`config.mk`:
```
export PLATFORM = sky130hd
export DESIGN_NAME = axi_wr_3to2
export DESIGN_NICKNAME = d
export VERILOG_FILES = /design/src/hw/axi_xbar_pkg.sv /design/src/hw/grant_fifo.sv /design/src/hw/grant_arbiter.sv /design/src/hw/axi_write_port.sv /design/src/hw/manager_merge.sv /design/src/hw/axi_wr_3to2.sv
export SDC_FILE = /design/constraint.sdc
export NUM_CORES = 1
export LEC_CHECK = 0
export BUFFER_PORTS_ARGS = -buffer_cell sky130_fd_sc_hd__buf_2
export CORE_ASPECT_RATIO = 2
export CORE_MARGIN = 2
export CORE_UTILIZATION = 30
export DETAILED_ROUTE_END_ITERATION = 16
export HOLD_SLACK_MARGIN = 0.05
export PLACE_DENSITY = 0.65
export SETUP_SLACK_MARGIN = 0.15
export SLEW_MARGIN = 25
export SYNTH_ARGS = -nofsm -noshare
export SYNTH_HDL_FRONTEND = slang
export SYNTH_SLANG_ARGS = --single-unit
export TNS_END_PERCENT = 30
```
`constraint.sdc`:
```
create_clock -name axi_clk -period 2.7 [get_ports axi_clk]
set_clock_uncertainty 0.1 [all_clocks]
set_input_delay 0.54 -clock axi_clk [delete_from_list [all_inputs] [get_ports axi_clk]]
set_output_delay 0.54 -clock axi_clk [all_outputs]
set_load 0.01 [all_outputs]
```
`src/hw/axi_xbar_pkg.sv`:
```
`default_nettype none

package axi_xbar_pkg;

  // three managers share two subordinates
  localparam int num_mgr = 3;

  // AXI-Lite write bus widths
  localparam int addr_w = 20;
  localparam int data_w = 16;
  localparam int strb_w = 2;

  // grant index into the manager arrays
  localparam int grant_w = 2;
  // one past the last manager, so it means no holder
  localparam logic [grant_w-1:0] grant_idle = 2'd3;

  // response-order fifo holds 2**fifo_addr_w outstanding writes
  localparam int fifo_addr_w = 3;

  // manager to interconnect, AW and W forward plus B ready
  typedef struct packed {
    logic [addr_w-1:0] awaddr;
    logic              awvalid;
    logic [data_w-1:0] wdata;
    logic [strb_w-1:0] wstrb;
    logic              wvalid;
    logic              bready;
  } mgr_req_t;

  // interconnect back to a manager
  typedef struct packed {
    logic       awready;
    logic       wready;
    logic       bvalid;
    logic [1:0] bresp;
  } mgr_rsp_t;

  // interconnect toward one subordinate
  typedef struct packed {
    logic [addr_w-1:0] awaddr;
    logic              awvalid;
    logic [data_w-1:0] wdata;
    logic [strb_w-1:0] wstrb;
    logic              wvalid;
    logic              bready;
  } sub_req_t;

  // subordinate back to the interconnect
  typedef struct packed {
    logic       awready;
    logic       wready;
    logic       bvalid;
    logic [1:0] bresp;
  } sub_rsp_t;

endpackage

`default_nettype wire

```
`src/hw/grant_fifo.sv`:
```
`timescale 1ns/1ns
`default_nettype none

module grant_fifo
  import axi_xbar_pkg::*;
(
  input  logic               axi_clk,
  input  logic               axi_resetn,
  input  logic               push,
  input  logic [grant_w-1:0] push_data,
  input  logic               pop,
  output logic [grant_w-1:0] pop_data,
  output logic               empty,
  output logic               full
);

  // storage for granted manager indices, oldest at rd_ptr
  logic [grant_w-1:0] mem [2**fifo_addr_w];

  // top bit of each pointer is the wrap flag
  logic [fifo_addr_w:0] wr_ptr;
  logic [fifo_addr_w:0] rd_ptr;

  // same slot, same lap
  assign empty = wr_ptr == rd_ptr;
  // same slot, one lap apart
  assign full  = (wr_ptr[fifo_addr_w-1:0] == rd_ptr[fifo_addr_w-1:0]) &&
                 (wr_ptr[fifo_addr_w] != rd_ptr[fifo_addr_w]);

  assign pop_data = mem[rd_ptr[fifo_addr_w-1:0]];

  always_ff @(posedge axi_clk) begin
    if (!axi_resetn) begin
      wr_ptr <= '0;
      rd_ptr <= '0;
    end else begin
      if (push) begin
        wr_ptr <= wr_ptr + 1'b1;
      end
      if (pop) begin
        rd_ptr <= rd_ptr + 1'b1;
      end
    end
  end

  always_ff @(posedge axi_clk) begin
    if (push) begin
      mem[wr_ptr[fifo_addr_w-1:0]] <= push_data;
    end
  end

  // write port must hold off acceptance once all slots are in use
  assert property (@(posedge axi_clk) disable iff (!axi_resetn) push |-> !full);

  // a B handshake only happens while a response is routed from the head
  assert property (@(posedge axi_clk) disable iff (!axi_resetn) pop |-> !empty);

endmodule

`default_nettype wire

```
`src/hw/grant_arbiter.sv`:
```
`timescale 1ns/1ns
`default_nettype none

module grant_arbiter
  import axi_xbar_pkg::*;
(
  input  logic               axi_clk,
  input  logic               axi_resetn,
  input  logic [num_mgr-1:0] requesting,
  input  logic               txn_accepted,
  input  logic               txn_completed,
  output logic [grant_w-1:0] active_request,
  output logic [grant_w-1:0] active_response,
  output logic               outstanding_full
);

  logic [grant_w-1:0] next_grant;
  logic               idle;
  logic [grant_w-1:0] fifo_head;
  logic               fifo_empty;

  assign idle = active_request == grant_idle;

  // grant moves only when nobody holds it or the holder's request phase is done
  always_comb begin
    logic [num_mgr-1:0] holder_bit;
    logic [num_mgr-1:0] others;

    holder_bit = '0;
    next_grant = active_request;
    if (!idle) begin
      holder_bit[active_request] = 1'b1;
    end
    // everyone but the holder
    others = requesting & ~holder_bit;

    if (idle || txn_accepted) begin
      if (others != '0) begin
        // scan downwards so the lowest requesting index wins
        for (int i = num_mgr - 1; i >= 0; i--) begin
          if (others[i]) begin
            next_grant = grant_w'(i);
          end
        end
      end else if ((requesting & holder_bit) != '0) begin
        // holder has another write here and no one is waiting, skip the idle bubble
        next_grant = active_request;
      end else begin
        next_grant = grant_idle;
      end
    end
  end

  always_ff @(posedge axi_clk) begin
    if (!axi_resetn) begin
      active_request <= grant_idle;
    end else begin
      active_request <= next_grant;
    end
  end

  // accepted holders queue up here and wait for their B beat in order
  grant_fifo u_resp_fifo (
    .axi_clk   (axi_clk),
    .axi_resetn(axi_resetn),
    .push      (txn_accepted),
    .push_data (active_request),
    .pop       (txn_completed),
    .pop_data  (fifo_head),
    .empty     (fifo_empty),
    .full      (outstanding_full)
  );

  // no outstanding write means no B route
  assign active_response = fifo_empty ? grant_idle : fifo_head;

  // AW and W done flags in the port can only both be set under a real grant
  assert property (@(posedge axi_clk) disable iff (!axi_resetn)
    txn_accepted |-> !idle);

endmodule

`default_nettype wire

```
`src/hw/axi_write_port.sv`:
```
`timescale 1ns/1ns
`default_nettype none

module axi_write_port
  import axi_xbar_pkg::*;
#(
  parameter int port_id = 0
) (
  input  logic     axi_clk,
  input  logic     axi_resetn,
  input  mgr_req_t mgr_req [num_mgr],
  output mgr_rsp_t mgr_rsp [num_mgr],
  output sub_req_t sub_req,
  input  sub_rsp_t sub_rsp
);

  logic [num_mgr-1:0] requesting;
  logic [grant_w-1:0] active_request;
  logic [grant_w-1:0] active_response;
  logic               outstanding_full;
  logic               granted;
  logic               responding;
  mgr_req_t           fwd;
  logic               aw_done;
  logic               w_done;
  logic               aw_fire;
  logic               w_fire;
  logic               txn_accepted;
  logic               txn_completed;

  assign granted    = active_request != grant_idle;
  assign responding = active_response != grant_idle;

  // handshakes as seen at the subordinate, identical to the manager side
  assign aw_fire = sub_req.awvalid && sub_rsp.awready;
  assign w_fire  = sub_req.wvalid && sub_rsp.wready;

  // request phase ends once both beats are in, either one possibly this cycle
  assign txn_accepted  = (aw_done || aw_fire) && (w_done || w_fire);
  assign txn_completed = sub_rsp.bvalid && sub_req.bready;

  // managers with a pending AW decoded to this port by address bit 0
  always_comb begin
    for (int m = 0; m < num_mgr; m++) begin
      requesting[m] = mgr_req[m].awvalid && (mgr_req[m].awaddr[0] == 1'(port_id));
    end
    // beat taken this cycle is not a new request from the holder
    if (aw_fire) begin
      requesting[active_request] = 1'b0;
    end
  end

  grant_arbiter u_arbiter (
    .axi_clk         (axi_clk),
    .axi_resetn      (axi_resetn),
    .requesting      (requesting),
    .txn_accepted    (txn_accepted),
    .txn_completed   (txn_completed),
    .active_request  (active_request),
    .active_response (active_response),
    .outstanding_full(outstanding_full)
  );

  // sticky flags, a beat that already went through is not sent again
  always_ff @(posedge axi_clk) begin
    if (!axi_resetn) begin
      aw_done <= 1'b0;
      w_done  <= 1'b0;
    end else if (txn_accepted) begin
      aw_done <= 1'b0;
      w_done  <= 1'b0;
    end else begin
      aw_done <= aw_done || aw_fire;
      w_done  <= w_done || w_fire;
    end
  end

  // granted manager's bus, all zero while idle
  always_comb begin
    fwd = '0;
    if (granted) begin
      fwd = mgr_req[active_request];
    end
  end

  // forward mux toward the subordinate
  always_comb begin
    sub_req.awaddr  = fwd.awaddr;
    // valids drop while the fifo is full so both sides agree on no transfer
    sub_req.awvalid = fwd.awvalid && !aw_done && !outstanding_full;
    sub_req.wdata   = fwd.wdata;
    sub_req.wstrb   = fwd.wstrb;
    sub_req.wvalid  = fwd.wvalid && !w_done && !outstanding_full;
    // B ready comes from whoever sits at the fifo head
    sub_req.bready  = responding ? mgr_req[active_response].bready : 1'b0;
  end

  // return mux, managers not being served see zeros
  always_comb begin
    for (int m = 0; m < num_mgr; m++) begin
      mgr_rsp[m] = '0;
    end
    if (granted) begin
      mgr_rsp[active_request].awready = sub_rsp.awready && !aw_done && !outstanding_full;
      mgr_rsp[active_request].wready  = sub_rsp.wready && !w_done && !outstanding_full;
    end
    if (responding) begin
      mgr_rsp[active_response].bvalid = sub_rsp.bvalid;
      mgr_rsp[active_response].bresp  = sub_rsp.bresp;
    end
  end

  // the grant only lands on a manager whose held AW decodes to this port
  assert property (@(posedge axi_clk) disable iff (!axi_resetn)
    sub_req.awvalid |-> sub_req.awaddr[0] == 1'(port_id));

endmodule

`default_nettype wire

```
`src/hw/manager_merge.sv`:
```
`timescale 1ns/1ns
`default_nettype none

module manager_merge
  import axi_xbar_pkg::*;
(
  input  mgr_rsp_t port0_rsp [num_mgr],
  input  mgr_rsp_t port1_rsp [num_mgr],
  output mgr_rsp_t mgr_rsp   [num_mgr]
);

  // each port drives zeros toward managers it does not serve, so OR is enough
  always_comb begin
    for (int m = 0; m < num_mgr; m++) begin
      mgr_rsp[m].awready = port0_rsp[m].awready || port1_rsp[m].awready;
      mgr_rsp[m].wready  = port0_rsp[m].wready || port1_rsp[m].wready;
      mgr_rsp[m].bvalid  = port0_rsp[m].bvalid || port1_rsp[m].bvalid;
      // bresp follows the port that is returning
      if (port1_rsp[m].bvalid) begin
        mgr_rsp[m].bresp = port1_rsp[m].bresp;
      end else begin
        mgr_rsp[m].bresp = port0_rsp[m].bresp;
      end
    end
  end

  // two fifo heads naming the same manager at once would mean a lost response
  always_comb begin
    for (int m = 0; m < num_mgr; m++) begin
      assert (!(port0_rsp[m].bvalid && port1_rsp[m].bvalid))
        else $error("both ports return B to manager %0d", m);
    end
  end

endmodule

`default_nettype wire

```
`src/hw/axi_wr_3to2.sv`:
```
`timescale 1ns/1ns
`default_nettype none

module axi_wr_3to2
  import axi_xbar_pkg::*;
(
  input  logic              axi_clk,
  input  logic              axi_resetn,
  // manager 0
  input  logic [addr_w-1:0] in0_axi_awaddr,
  input  logic              in0_axi_awvalid,
  output logic              in0_axi_awready,
  input  logic [data_w-1:0] in0_axi_wdata,
  input  logic [strb_w-1:0] in0_axi_wstrb,
  input  logic              in0_axi_wvalid,
  output logic              in0_axi_wready,
  output logic [1:0]        in0_axi_bresp,
  output logic              in0_axi_bvalid,
  input  logic              in0_axi_bready,
  // manager 1
  input  logic [addr_w-1:0] in1_axi_awaddr,
  input  logic              in1_axi_awvalid,
  output logic              in1_axi_awready,
  input  logic [data_w-1:0] in1_axi_wdata,
  input  logic [strb_w-1:0] in1_axi_wstrb,
  input  logic              in1_axi_wvalid,
  output logic              in1_axi_wready,
  output logic [1:0]        in1_axi_bresp,
  output logic              in1_axi_bvalid,
  input  logic              in1_axi_bready,
  // manager 2
  input  logic [addr_w-1:0] in2_axi_awaddr,
  input  logic              in2_axi_awvalid,
  output logic              in2_axi_awready,
  input  logic [data_w-1:0] in2_axi_wdata,
  input  logic [strb_w-1:0] in2_axi_wstrb,
  input  logic              in2_axi_wvalid,
  output logic              in2_axi_wready,
  output logic [1:0]        in2_axi_bresp,
  output logic              in2_axi_bvalid,
  input  logic              in2_axi_bready,
  // subordinate 0, even addresses
  output logic [addr_w-1:0] out0_axi_awaddr,
  output logic              out0_axi_awvalid,
  input  logic              out0_axi_awready,
  output logic [data_w-1:0] out0_axi_wdata,
  output logic [strb_w-1:0] out0_axi_wstrb,
  output logic              out0_axi_wvalid,
  input  logic              out0_axi_wready,
  input  logic [1:0]        out0_axi_bresp,
  input  logic              out0_axi_bvalid,
  output logic              out0_axi_bready,
  // subordinate 1, odd addresses
  output logic [addr_w-1:0] out1_axi_awaddr,
  output logic              out1_axi_awvalid,
  input  logic              out1_axi_awready,
  output logic [data_w-1:0] out1_axi_wdata,
  output logic [strb_w-1:0] out1_axi_wstrb,
  output logic              out1_axi_wvalid,
  input  logic              out1_axi_wready,
  input  logic [1:0]        out1_axi_bresp,
  input  logic              out1_axi_bvalid,
  output logic              out1_axi_bready
);

  mgr_req_t mgr_req  [num_mgr];
  mgr_rsp_t mgr_rsp  [num_mgr];
  // per port, per manager return signals before the merge
  mgr_rsp_t port_rsp [2][num_mgr];
  sub_req_t sub_req  [2];
  sub_rsp_t sub_rsp  [2];

  // concatenations follow struct field order
  assign mgr_req[0] = {in0_axi_awaddr, in0_axi_awvalid, in0_axi_wdata, in0_axi_wstrb,
                       in0_axi_wvalid, in0_axi_bready};
  assign mgr_req[1] = {in1_axi_awaddr, in1_axi_awvalid, in1_axi_wdata, in1_axi_wstrb,
                       in1_axi_wvalid, in1_axi_bready};
  assign mgr_req[2] = {in2_axi_awaddr, in2_axi_awvalid, in2_axi_wdata, in2_axi_wstrb,
                       in2_axi_wvalid, in2_axi_bready};

  assign {in0_axi_awready, in0_axi_wready, in0_axi_bvalid, in0_axi_bresp} = mgr_rsp[0];
  assign {in1_axi_awready, in1_axi_wready, in1_axi_bvalid, in1_axi_bresp} = mgr_rsp[1];
  assign {in2_axi_awready, in2_axi_wready, in2_axi_bvalid, in2_axi_bresp} = mgr_rsp[2];

  assign {out0_axi_awaddr, out0_axi_awvalid, out0_axi_wdata, out0_axi_wstrb,
          out0_axi_wvalid, out0_axi_bready} = sub_req[0];
  assign {out1_axi_awaddr, out1_axi_awvalid, out1_axi_wdata, out1_axi_wstrb,
          out1_axi_wvalid, out1_axi_bready} = sub_req[1];

  assign sub_rsp[0] = {out0_axi_awready, out0_axi_wready, out0_axi_bvalid, out0_axi_bresp};
  assign sub_rsp[1] = {out1_axi_awready, out1_axi_wready, out1_axi_bvalid, out1_axi_bresp};

  // one write port per subordinate, both see every manager
  for (genvar p = 0; p < 2; p++) begin : g_port
    axi_write_port #(
      .port_id(p)
    ) u_port (
      .axi_clk   (axi_clk),
      .axi_resetn(axi_resetn),
      .mgr_req   (mgr_req),
      .mgr_rsp   (port_rsp[p]),
      .sub_req   (sub_req[p]),
      .sub_rsp   (sub_rsp[p])
    );
  end

  manager_merge u_merge (
    .port0_rsp(port_rsp[0]),
    .port1_rsp(port_rsp[1]),
    .mgr_rsp  (mgr_rsp)
  );

endmodule

`default_nettype wire

```
==> results_dict.tcl, run 1 <==
set metrics [dict create \
    ir_drop_mv 0.3512 \
    synthFlopType "edfxtp_1" \
    final-seq-area_sq_um 1592 \
    drt_iter0_drc 234 \
    outcome "finished, violations left" \
    dr.pass1.iters 5 \
    dpl.hpwl_um 14900 \
    cts_tree "yes" \
    cts-htree-levels 3 \
    drive_above_1_share_pct 39.52 \
    synthToLayoutAreaGrowth_pct 39.87 \
    fp-row-count 67 \
    fin_ws_ns -0.1578 \
    synth-seq-cells 62 \
    viasPerCell 5.346 \
    startpoint "g_port[0].u_port.u_arbiter.u_resp_fifo.mem[1][0]" \
    num_vias 5571 \
    routabilityCongestion 0.8540 \
    synth.area.top_cells "edfxtp_1 (19%), mux2i_1 (19%), dfxtp_1 (12%)" \
    cp_num_buf_inv 1 \
    tns_ns -0.6531 \
    fin_crit_sh_pct 105.8 \
    maxSlewHeadroom_pct 51.26 \
    synth_edf_count 32 \
    path_cells "mux4_2 -> mux2_4 -> or2_4 -> nor2_4 -> nand2_1 -> mux2i_1 -> buf_2" \
    syn-num-nets 741 \
    globalRouteOverflowTotal 0 \
    hold_class "flip-flop to flip-flop" \
    yosysMostFrequentCell "nand2_1" \
    slew_violations 0 \
    finalSetupViolCount 9 \
    cp.required_ns 2.06 \
    die_height_um 187.2 \
    io_pins 232 \
    netlist_instances 602 \
    critPathSlowestCell "mux4_2" \
    grt_pass1_wl_um 27570 \
    fillers 1671 \
    antenna_found_initial 1 \
    fmax_mhz 349.9 \
    setup.worst_path.class "flip-flop to output pin" \
    ys_async_sr_fraction_pct 0 \
    fin_nets 969 \
    cts-root-buf "clkbuf_16" \
    arrival_ns 2.22 \
    violations "negative setup slack" \
    yosys-top-cells-count "nand2_1 (118), mux2i_1 (94), o21ai_0 (57)" \
    cp_slowest_stage_delay_ns 0.47 \
    remaining_drc_errors 0 \
    synth.distinct_cells 57 \
    fin_total_pwr_mw 4.993 \
    clk_path_buf_depth 2 \
    cap_violations 0 \
    synth_top_area_share_pct 19.09 \
    yosys_warnings 0 \
    synth_seq_area_share_pct 31.02 \
    clkTransAtPathRegs_ns 0.05 \
    pre_cts_slack_ns -0.0003035 \
    cp-end-kind "output pin" \
    cts.sinks 62 \
    powerDensity_nw_per_um2 709.2 \
    n_antenna_cell 0 \
    crit_fanout 3 \
    routed_wl_um 18580 \
    syn_avg_cell_area_sq_um 8.361 \
    critPathLaunchType "flip-flop" \
    portBuffers 231 \
    core_sq_um 16600 \
    dieWidth_um 95.60 \
    die_area_sq_um 17890 \
    ant_nets 0 \
    wl_per_cell_um 17.83 \
    cts-buffers-inserted 9 \
    multi_input_area_sq_um 3392 \
    start_util_pct 30.33 \
    tightest_slew_ns 0.7209 \
    grt_use_total_pct 19.99 \
    cpLargestDelayFamily "multiplexers" \
    netlist_area_sq_um 5034 \
    power.static_leakage_nw 3.430 \
    yosysTopAreaCell "edfxtp_1" \
    min_period_ns 2.858 \
    grt_pass1_vias 5363 \
    grt_max_degree 74 \
    hold_viol_final 0 \
    rsz0062_at_grt "true" \
    clk_latency_ns 0.34 \
]
-- stage by stage --
stage	util, %	hold slack, ns	cell area (sq um)	std cells
floorplan	-	0.3592	5037	602
global placement	39.29	0.3707	6521	1021
detailed placement	39.29	0.4001	6521	1021
CTS	41.78	0.4069	6935	1040
global route	42.42	0.4293	7041	1042
finish	42.42	0.3988	7041	1042
-- tightest hold or removal path, cell delays in order (launching register included) --
cell,delay (ns)
dfxtp_1,0.32
nand2_1,0.06
mux2i_1,0.06
-- final timing paths --
path	to	slack [ns]	cells past startpoint
worst min-delay path	flip-flop	0.40	2
worst max register to register	flip-flop	0.25	9
worst min register to register	flip-flop	0.40	2
worst max-delay path	in0_axi_bresp[0]	-0.16	7
-- report_power, final --
group          internal, mW  total, mW  switching [mW]
logic                  1.08       2.58            1.50
clock network         0.799       1.21           0.413
registers              1.09       1.20           0.113
total                  2.97       4.99            2.02
-- logic make-up (layout without fill, tap and decap cells) --
| group | after synthesis | in the layout | share of synthesized area, % |
|---|---|---|---|
| xor+xnor | 13 | 13 | 2.262 |
| flops | 62 | 62 | 31.02 |
| simple gates | 218 | 218 | 20.73 |
| buf+inv | 54 | 287 | 4.151 |
| compound gates | 147 | 147 | 18.52 |
| fa+ha+maj | 5 | 5 | 1.193 |
| mux | 103 | 103 | 22.12 |
-- registers in the layout, summed over array words and instances, names as in the netlist, named ones only --
| register | count |
|---|---|
| g_port.u_port.u_arbiter.u_resp_fifo.rd_ptr | 8 |
| g_port.u_port.u_arbiter.active_request | 4 |
| g_port.u_port.u_arbiter.u_resp_fifo.wr_ptr | 8 |
| g_port.u_port.aw_done | 2 |
| g_port.u_port.u_arbiter.u_resp_fifo.mem | 32 |
| g_port.u_port.w_done | 2 |
-- area by class of cell --
cell class | instances | area share (%)
multi-input cells | 486 | 48.18
flip-flops and latches | 62 | 22.61
repair buffers | 262 | 20.60
well taps | 207 | 3.679
clock buffers | 9 | 3.199
clock inverters | 7 | 1.262
inverters | 9 | 0.4798
-- cells in the final DEF (no fill, tap or decap), drive strengths merged, types with 3 or more instances in the layout --
master  count
and3        3
or3         3
nor4b       4
a31o        4
and4        3
nand2b      9
nand3       9
nand4       6
or2         3
nor2b       7
nand3b      4
nor2       23
o311ai      5
mux2        4
nor3        8
xnor2      12
o21ai      57
clkinv      3
edfxtp     32
mux4        5
buf       262
o22ai      38
a21o        3
dfxtp      30
clkbuf      9
o32ai       4
mux2i      94
nand4b      3
a31oi       6
a21oi      12
a211oi      3
ha          4
nor3b       9
nand2     118
inv         9
-- metal layers --
metal / up-vias / global-route usage (%) / share of wire [%]
met5: - / 0 / 0
met4: 0 / 4.505 / 1.6
met3: 24 / 7.051 / 12
met2: 295 / 33.81 / 48
met1: 2561 / 23.97 / 39
li1: 2691 / - / -
-- what timing repair did --
item / 4_1_cts / 5_1_grt
setup endpoints to repair: 18 / 28
gates resized for setup: 30 / 28
pin swaps: 3 / 7
hold buffers: 0 / 0
gates cloned: 0 / 0
setup buffers: 3 / 2
endpoints found under the hold margin: 0 / 0
Note: power is estimated with default switching activity, not from simulation.
==> run 2: changes to the inputs <==
Settings changed: ABC_AREA set to 1, CELL_PAD_IN_SITES_DETAIL_PLACEMENT set to 1, CELL_PAD_IN_SITES_GLOBAL_PLACEMENT set to 1, PLACE_DENSITY 0.65 to 0.88.
==> results_dict.tcl, run 2 <==
set metrics [dict create \
    yosysMostFrequentCell "nand2_1" \
    synthToLayoutAreaGrowth_pct 40.40 \
    layout_common_cells "buf_2 (231), nand2_1 (182), inv_1 (105)" \
    hold_class "flip-flop to flip-flop" \
    synth_top_family_by_area "simple AND/OR/NAND/NOR gates" \
    synth_compound_area_share_pct 21.05 \
    synth-xor-area-share_pct 1.097 \
    powerDensity_nw_per_um2 915.7 \
    utilization_pct 42.85 \
    synthFlopType "edfxtp_1" \
    setup.worst_path.class "flip-flop to output pin" \
    cts-root-buf "clkbuf_16" \
    clkTransAtPathRegs_ns 0.06 \
    finalSetupViolCount 0 \
    ant_nets 0 \
    grt_pass1_vias 6427 \
    muxShareOfSynthArea_pct 0 \
    rsz0062_at_grt "true" \
    path_cells "inv_2 -> nand2_1 -> nand2_1 -> nor2_1 -> nand2_2 -> inv_2 -> nor2_4 -> inv_4 -> nor2_4 -> nand3_1 -> o21ai_0 -> buf_2" \
    io_pins 232 \
    final_common_cell "buf_2" \
    cts-htree-levels 3 \
    hold_viol_final 0 \
    cts_tree "yes" \
    syn-num-nets 847 \
    netlist_instances 708 \
    start_util_pct 30.52 \
    clk_latency_ns 0.33 \
    viasPerCell 5.230 \
    yosys-top-cells-count "nand2_1 (186), inv_1 (110), nand3_1 (53)" \
    min_period_ns 2.511 \
    fmax_mhz 398.2 \
    synth.area.top_cells "edfxtp_1 (20%), nand2_1 (15%), dfxtp_1 (13%)" \
    grt_use_total_pct 22.01 \
    dpl.hpwl_um 15130 \
    holdBufCountCts 0 \
    core_sq_um 15700 \
    ir_drop_mv 0.4216 \
    dieWidth_um 93.36 \
    synth_fa_ha_area_share_pct 1.045 \
    n_antenna_cell 0 \
    yosys_warnings 0 \
    routabilityCongestion 0.8527 \
    slew_violations 0 \
    synth_seq_area_share_pct 32.59 \
    cp-end-kind "output pin" \
    syn_avg_cell_area_sq_um 6.767 \
    tightest_slew_ns 0.4747 \
    synth_top_area_share_pct 20.06 \
    maxSlewHeadroom_pct 68.32 \
    fin_nets 1074 \
    power.static_leakage_nw 3.337 \
    largest_register_ffs 32 \
    ys_async_sr_fraction_pct 0 \
    critPathSlowestCell "dfxtp_4" \
    cts-buffers-inserted 9 \
    synth_edf_count 32 \
    die_height_um 182.7 \
    worstRegToRegCells 11 \
    synthSimpleGateAreaFrac_pct 31.26 \
    grt_pass1_wl_um 30150 \
    antenna_found_initial 1 \
    synth-seq-cells 62 \
    die_area_sq_um 17060 \
    portBuffers 231 \
    tns_ns 0 \
    remaining_drc_errors 0 \
    dr.pass1.iters 4 \
    drive_above_1_share_pct 38.09 \
    fp-row-count 65 \
    critPathLaunchType "flip-flop" \
    grt_max_degree 37 \
    routed_wl_um 19430 \
    outcome "finished clean" \
    globalRouteOverflowTotal 0 \
    wl_per_cell_um 17.03 \
    crit_fanout 6 \
    holdPathStages 2 \
    netlist_area_sq_um 4791 \
    cp_slowest_stage_delay_ns 0.37 \
    arrival_ns 1.87 \
    cap_violations 0 \
    num_vias 5968 \
    yosysTopAreaCell "edfxtp_1" \
    clk_path_buf_depth 2 \
    cts.sinks 62 \
    cp.required_ns 2.06 \
    drt_iter0_drc 227 \
    fin_crit_sh_pct 93.01 \
    synth.distinct_cells 38 \
]
[run 2: changes by cell type in the layout (fill, tap and decap cells not counted), moves of 10 or more]
| cell | change |
|---|---|
| a22oi_1 | +40 |
| buf_4 | -15 |
| dfxtp_1 | -10 |
| inv_1 | +97 |
| inv_2 | +10 |
| mux2i_1 | -93 |
| nand2_1 | +67 |
| nand3_1 | +37 |
| nand3_2 | +13 |
| nor2_1 | +14 |
| o211ai_1 | +14 |
| o221ai_1 | +19 |
| o22ai_1 | -29 |
[run 2: through the flow]
stage          hold WS (ns)  cell area [sq um]  total power, mW  worst slack, ns  std cells
2_1_floorplan        0.3530               4791            3.339           0.6333        708
3_3_place_gp         0.3703               6135            4.651           0.1947       1118
3_5_place_dp         0.3763               6135            4.737           0.1543       1118
4_1_cts              0.3997               6516            5.991          0.09613       1134
5_1_grt              0.4121               6726            6.584          0.08609       1141
6_report             0.3909               6726            6.160           0.1887       1141
[run 2: cell families (layout without fill, tap and decap cells)]
kind of cell / Yosys count / in the layout
AO/OA/AOI/OAI: 151 / 151
XOR/XNOR: 6 / 6
adder cells (fa/ha/maj): 4 / 4
buffers and inverters: 156 / 388
flip-flops: 62 / 62
AND/OR/NAND/NOR: 329 / 329
[run 2: path summary, 6_finish.rpt]
path	startpoint	to	slack (ns)
worst max register to register	g_port[0].u_port.u_arbiter.active_request[0]	g_port[0].u_port.u_arbiter.u_resp_fifo.mem[3][1]	0.40
worst min-delay path	flip-flop	flip-flop	0.39
worst min register to register	flip-flop	flip-flop	0.39
worst max-delay path	flip-flop	in0_axi_bresp[1]	0.19
[run 2: final cells by class]
class	instances	area, sq um
tap	201	251.5
fill	2075	8970
sequential	62	1617
multi-input combinational	490	2741
inverter	126	495.5
timing repair buffer	246	1296
clock inverter	1	5.005
clock buffer	15	320.3
[run 2: per-layer routing]
metal	GRT usage [%]	routed length [um]	vias up	share of wire, %
met1	19.51	6313	2837	32
met5	0	0	-	0
met4	11.88	943	0	4.9
met2	44.66	11140	241	57
met3	3.551	1028	64	5.3
li1	-	-	2826	-
[run 2: repair_timing]
item,in CTS,in global routing
setup endpoints to repair,62,54
resized for setup,27,54
setup buffers,0,7
pin swaps,0,13
[run 2: critical path, delay by kind of cell (launching register included)]
kind                   cells  cell delay (ns)
and+or+nand+nor            7             0.74
AOI/OAI and AO/OA          1             0.07
buffers and inverters      4             0.36
DFF                        1             0.37
[run 2: power breakdown]
part	internal, mW	total [mW]	switching (mW)
Sequential	1.17	1.35	0.184
Combinational	1.33	3.61	2.28
Clock	0.806	1.20	0.391
==> run 3: changes to the inputs <==
Settings changed: RECOVER_POWER set to 100.
==> results_dict.tcl, run 3 (synthesized netlist as in run 2, its figures left out) <==
set metrics [dict create \
    fp-row-count 65 \
    r2r_slack_ns 0.26 \
    fmax_mhz 395.5 \
    cts-htree-levels 3 \
    cp.required_ns 2.06 \
    setup.worst_path.class "flip-flop to output pin" \
    p_sw_share_pct 47.57 \
    io_pins 232 \
    antenna_found_initial 1 \
    die_height_um 182.7 \
    cts-root-buf "clkbuf_16" \
    cap_violations 0 \
    routabilityCongestion 0.8527 \
    dr.pass1.iters 4 \
    clk_path_buf_depth 2 \
    fin_ws_ns 0.1715 \
    layout_common_cells "nand2_1 (188), buf_2 (155), inv_1 (106)" \
    timing.rr.start "g_port[0].u_port.u_arbiter.active_request[0]" \
    seqPwrFrac_pct 22.7 \
    rsz0062_at_grt "true" \
    fin_crit_sh_pct 93.65 \
    p_clk_share_pct 20.1 \
    globalRouteOverflowTotal 0 \
    wl_per_cell_um 16.98 \
    cts-buffers-inserted 9 \
    power.static_leakage_nw 3.011 \
    finalSetupViolCount 0 \
    synthToLayoutAreaGrowth_pct 36.82 \
    slew_violations 0 \
    maxSlewHeadroom_pct 66.64 \
    holdBufCountCts 0 \
    cts.sinks 62 \
    place_area_sq_um 6135 \
    viasPerCell 5.223 \
    r2r_end "g_port[0].u_port.u_arbiter.u_resp_fifo.mem[6][1]" \
    p_comb_share_pct 57.2 \
    critPathLaunchType "flip-flop" \
    grt_use_total_pct 22.01 \
    tightest_slew_ns 0.5004 \
    arrival_ns 1.89 \
    n_antenna_cell 0 \
    utilization_pct 41.76 \
    grt_max_degree 37 \
    die_area_sq_um 17060 \
    holdPathStages 2 \
    ant_nets 0 \
    crit_fanout 6 \
    clkTransAtPathRegs_ns 0.05 \
    hold_ws_ns 0.3903 \
    tns_ns 0 \
    pre_cts_slack_ns 0.1543 \
    core_sq_um 15700 \
    worstRegToRegCells 10 \
    ir_drop_mv 0.3822 \
    drive_above_1_share_pct 28.30 \
    cts_tree "yes" \
    routed_wl_um 19370 \
    grt_pass1_wl_um 30150 \
    dpl.hpwl_um 15130 \
    largest_register_ffs 32 \
    portBuffers 231 \
    drt_iter0_drc 213 \
    fin_nets 1074 \
    grt_pass1_vias 6427 \
    remaining_drc_errors 0 \
    dieWidth_um 93.36 \
    final_common_cell "nand2_1" \
    hold_class "flip-flop to flip-flop" \
    p_sw_mw 2.828 \
    clk_latency_ns 0.33 \
    hold_viol_final 0 \
    fin_area_sq_um 6555 \
    outcome "finished clean" \
    num_vias 5960 \
    start_util_pct 30.52 \
    cp-end-kind "output pin" \
    min_period_ns 2.529 \
    p_int_mw 3.117 \
    powerDensity_nw_per_um2 906.9 \
]
## run 3: cell types whose count changed in the layout (fill, tap and decap cells not counted), sizes merged
| cell | before | now |
|---|---|---|
| clkinv | 4 | 3 |
| clkinvlp | 1 | 2 |
| clkbuf | 15 | 93 |
| buf | 246 | 168 |
## run 3: timing repair
| action | CTS | global route |
|---|---|---|
| resized for setup | 27 | 54 |
| endpoints found under the hold margin | 0 | 0 |
| setup buffers | 0 | 7 |
| pin swaps | 0 | 13 |
| endpoints found under the setup margin | 62 | 54 |
## run 3: power by group through the flow
stage,combinational (mW),clock [mW],sequential (mW)
after floorplan,2.07,0,1.27
after global placement,3.33,0,1.32
after detailed placement,3.40,0,1.34
after CTS,3.45,1.21,1.33
after global routing,3.75,1.25,1.37
final,3.40,1.20,1.35
## run 3: area by class of cell
| class | instances | area [sq um] |
|---|---|---|
| Timing Repair Buffer | 246 | 1197 |
| Fill cell | 2113 | 9141 |
| Tap cell | 201 | 251.5 |
| Inverter | 126 | 495.5 |
| Clock inverter | 1 | 5.005 |
| Sequential cell | 62 | 1617 |
| Clock buffer | 15 | 320.3 |
| Multi-Input combinational cell | 490 | 2669 |
## run 3: through the flow
stage | cells | power (mW)
floorplan | 708 | 3.339
global placement | 1118 | 4.651
detailed placement | 1118 | 4.737
CTS | 1134 | 5.991
global route | 1141 | 6.370
finish | 1141 | 5.945
## run 3: worst max-delay path by stage
stage	start	endpoint	slack, ns
after floorplan	g_port[1].u_port.u_arbiter.active_request[0]	out1_axi_awaddr[0]	0.63
after global placement	g_port[1].u_port.u_arbiter.active_request[1]	out1_axi_awaddr[2]	0.19
final	flip-flop	in0_axi_bresp[1]	0.17
after CTS	g_port[1].u_port.u_arbiter.active_request[1]	out1_axi_awaddr[2]	0.1
after global routing	flip-flop	in2_axi_bresp[0]	0.06
after detailed placement	g_port[1].u_port.u_arbiter.active_request[1]	out1_axi_awaddr[2]	0.15
## run 3: worst max-delay path: stages, from the launching register on
cell	delay, ns
dfxtp_4	0.37
inv_2	0.09
nand2_1	0.07
nand2_1	0.11
nor2_1	0.07
nand2_2	0.12
inv_2	0.06
nor2_4	0.13
inv_4	0.06
nor2_4	0.15
nand3_1	0.09
o21ai_0	0.08
clkbuf_1	0.17
## run 3: layer usage
layer  vias to the layer above  routed length (um)  part of all wire (%)  GRT usage [%]
li1                       2830                   -                     -              -
met5                         -                   0                     0              0
met1                      2832                6281                    32          19.51
met3                        62                1027                   5.3          3.551
met4                         0                 955                   4.9          11.88
met2                       236               11110                    57          44.66
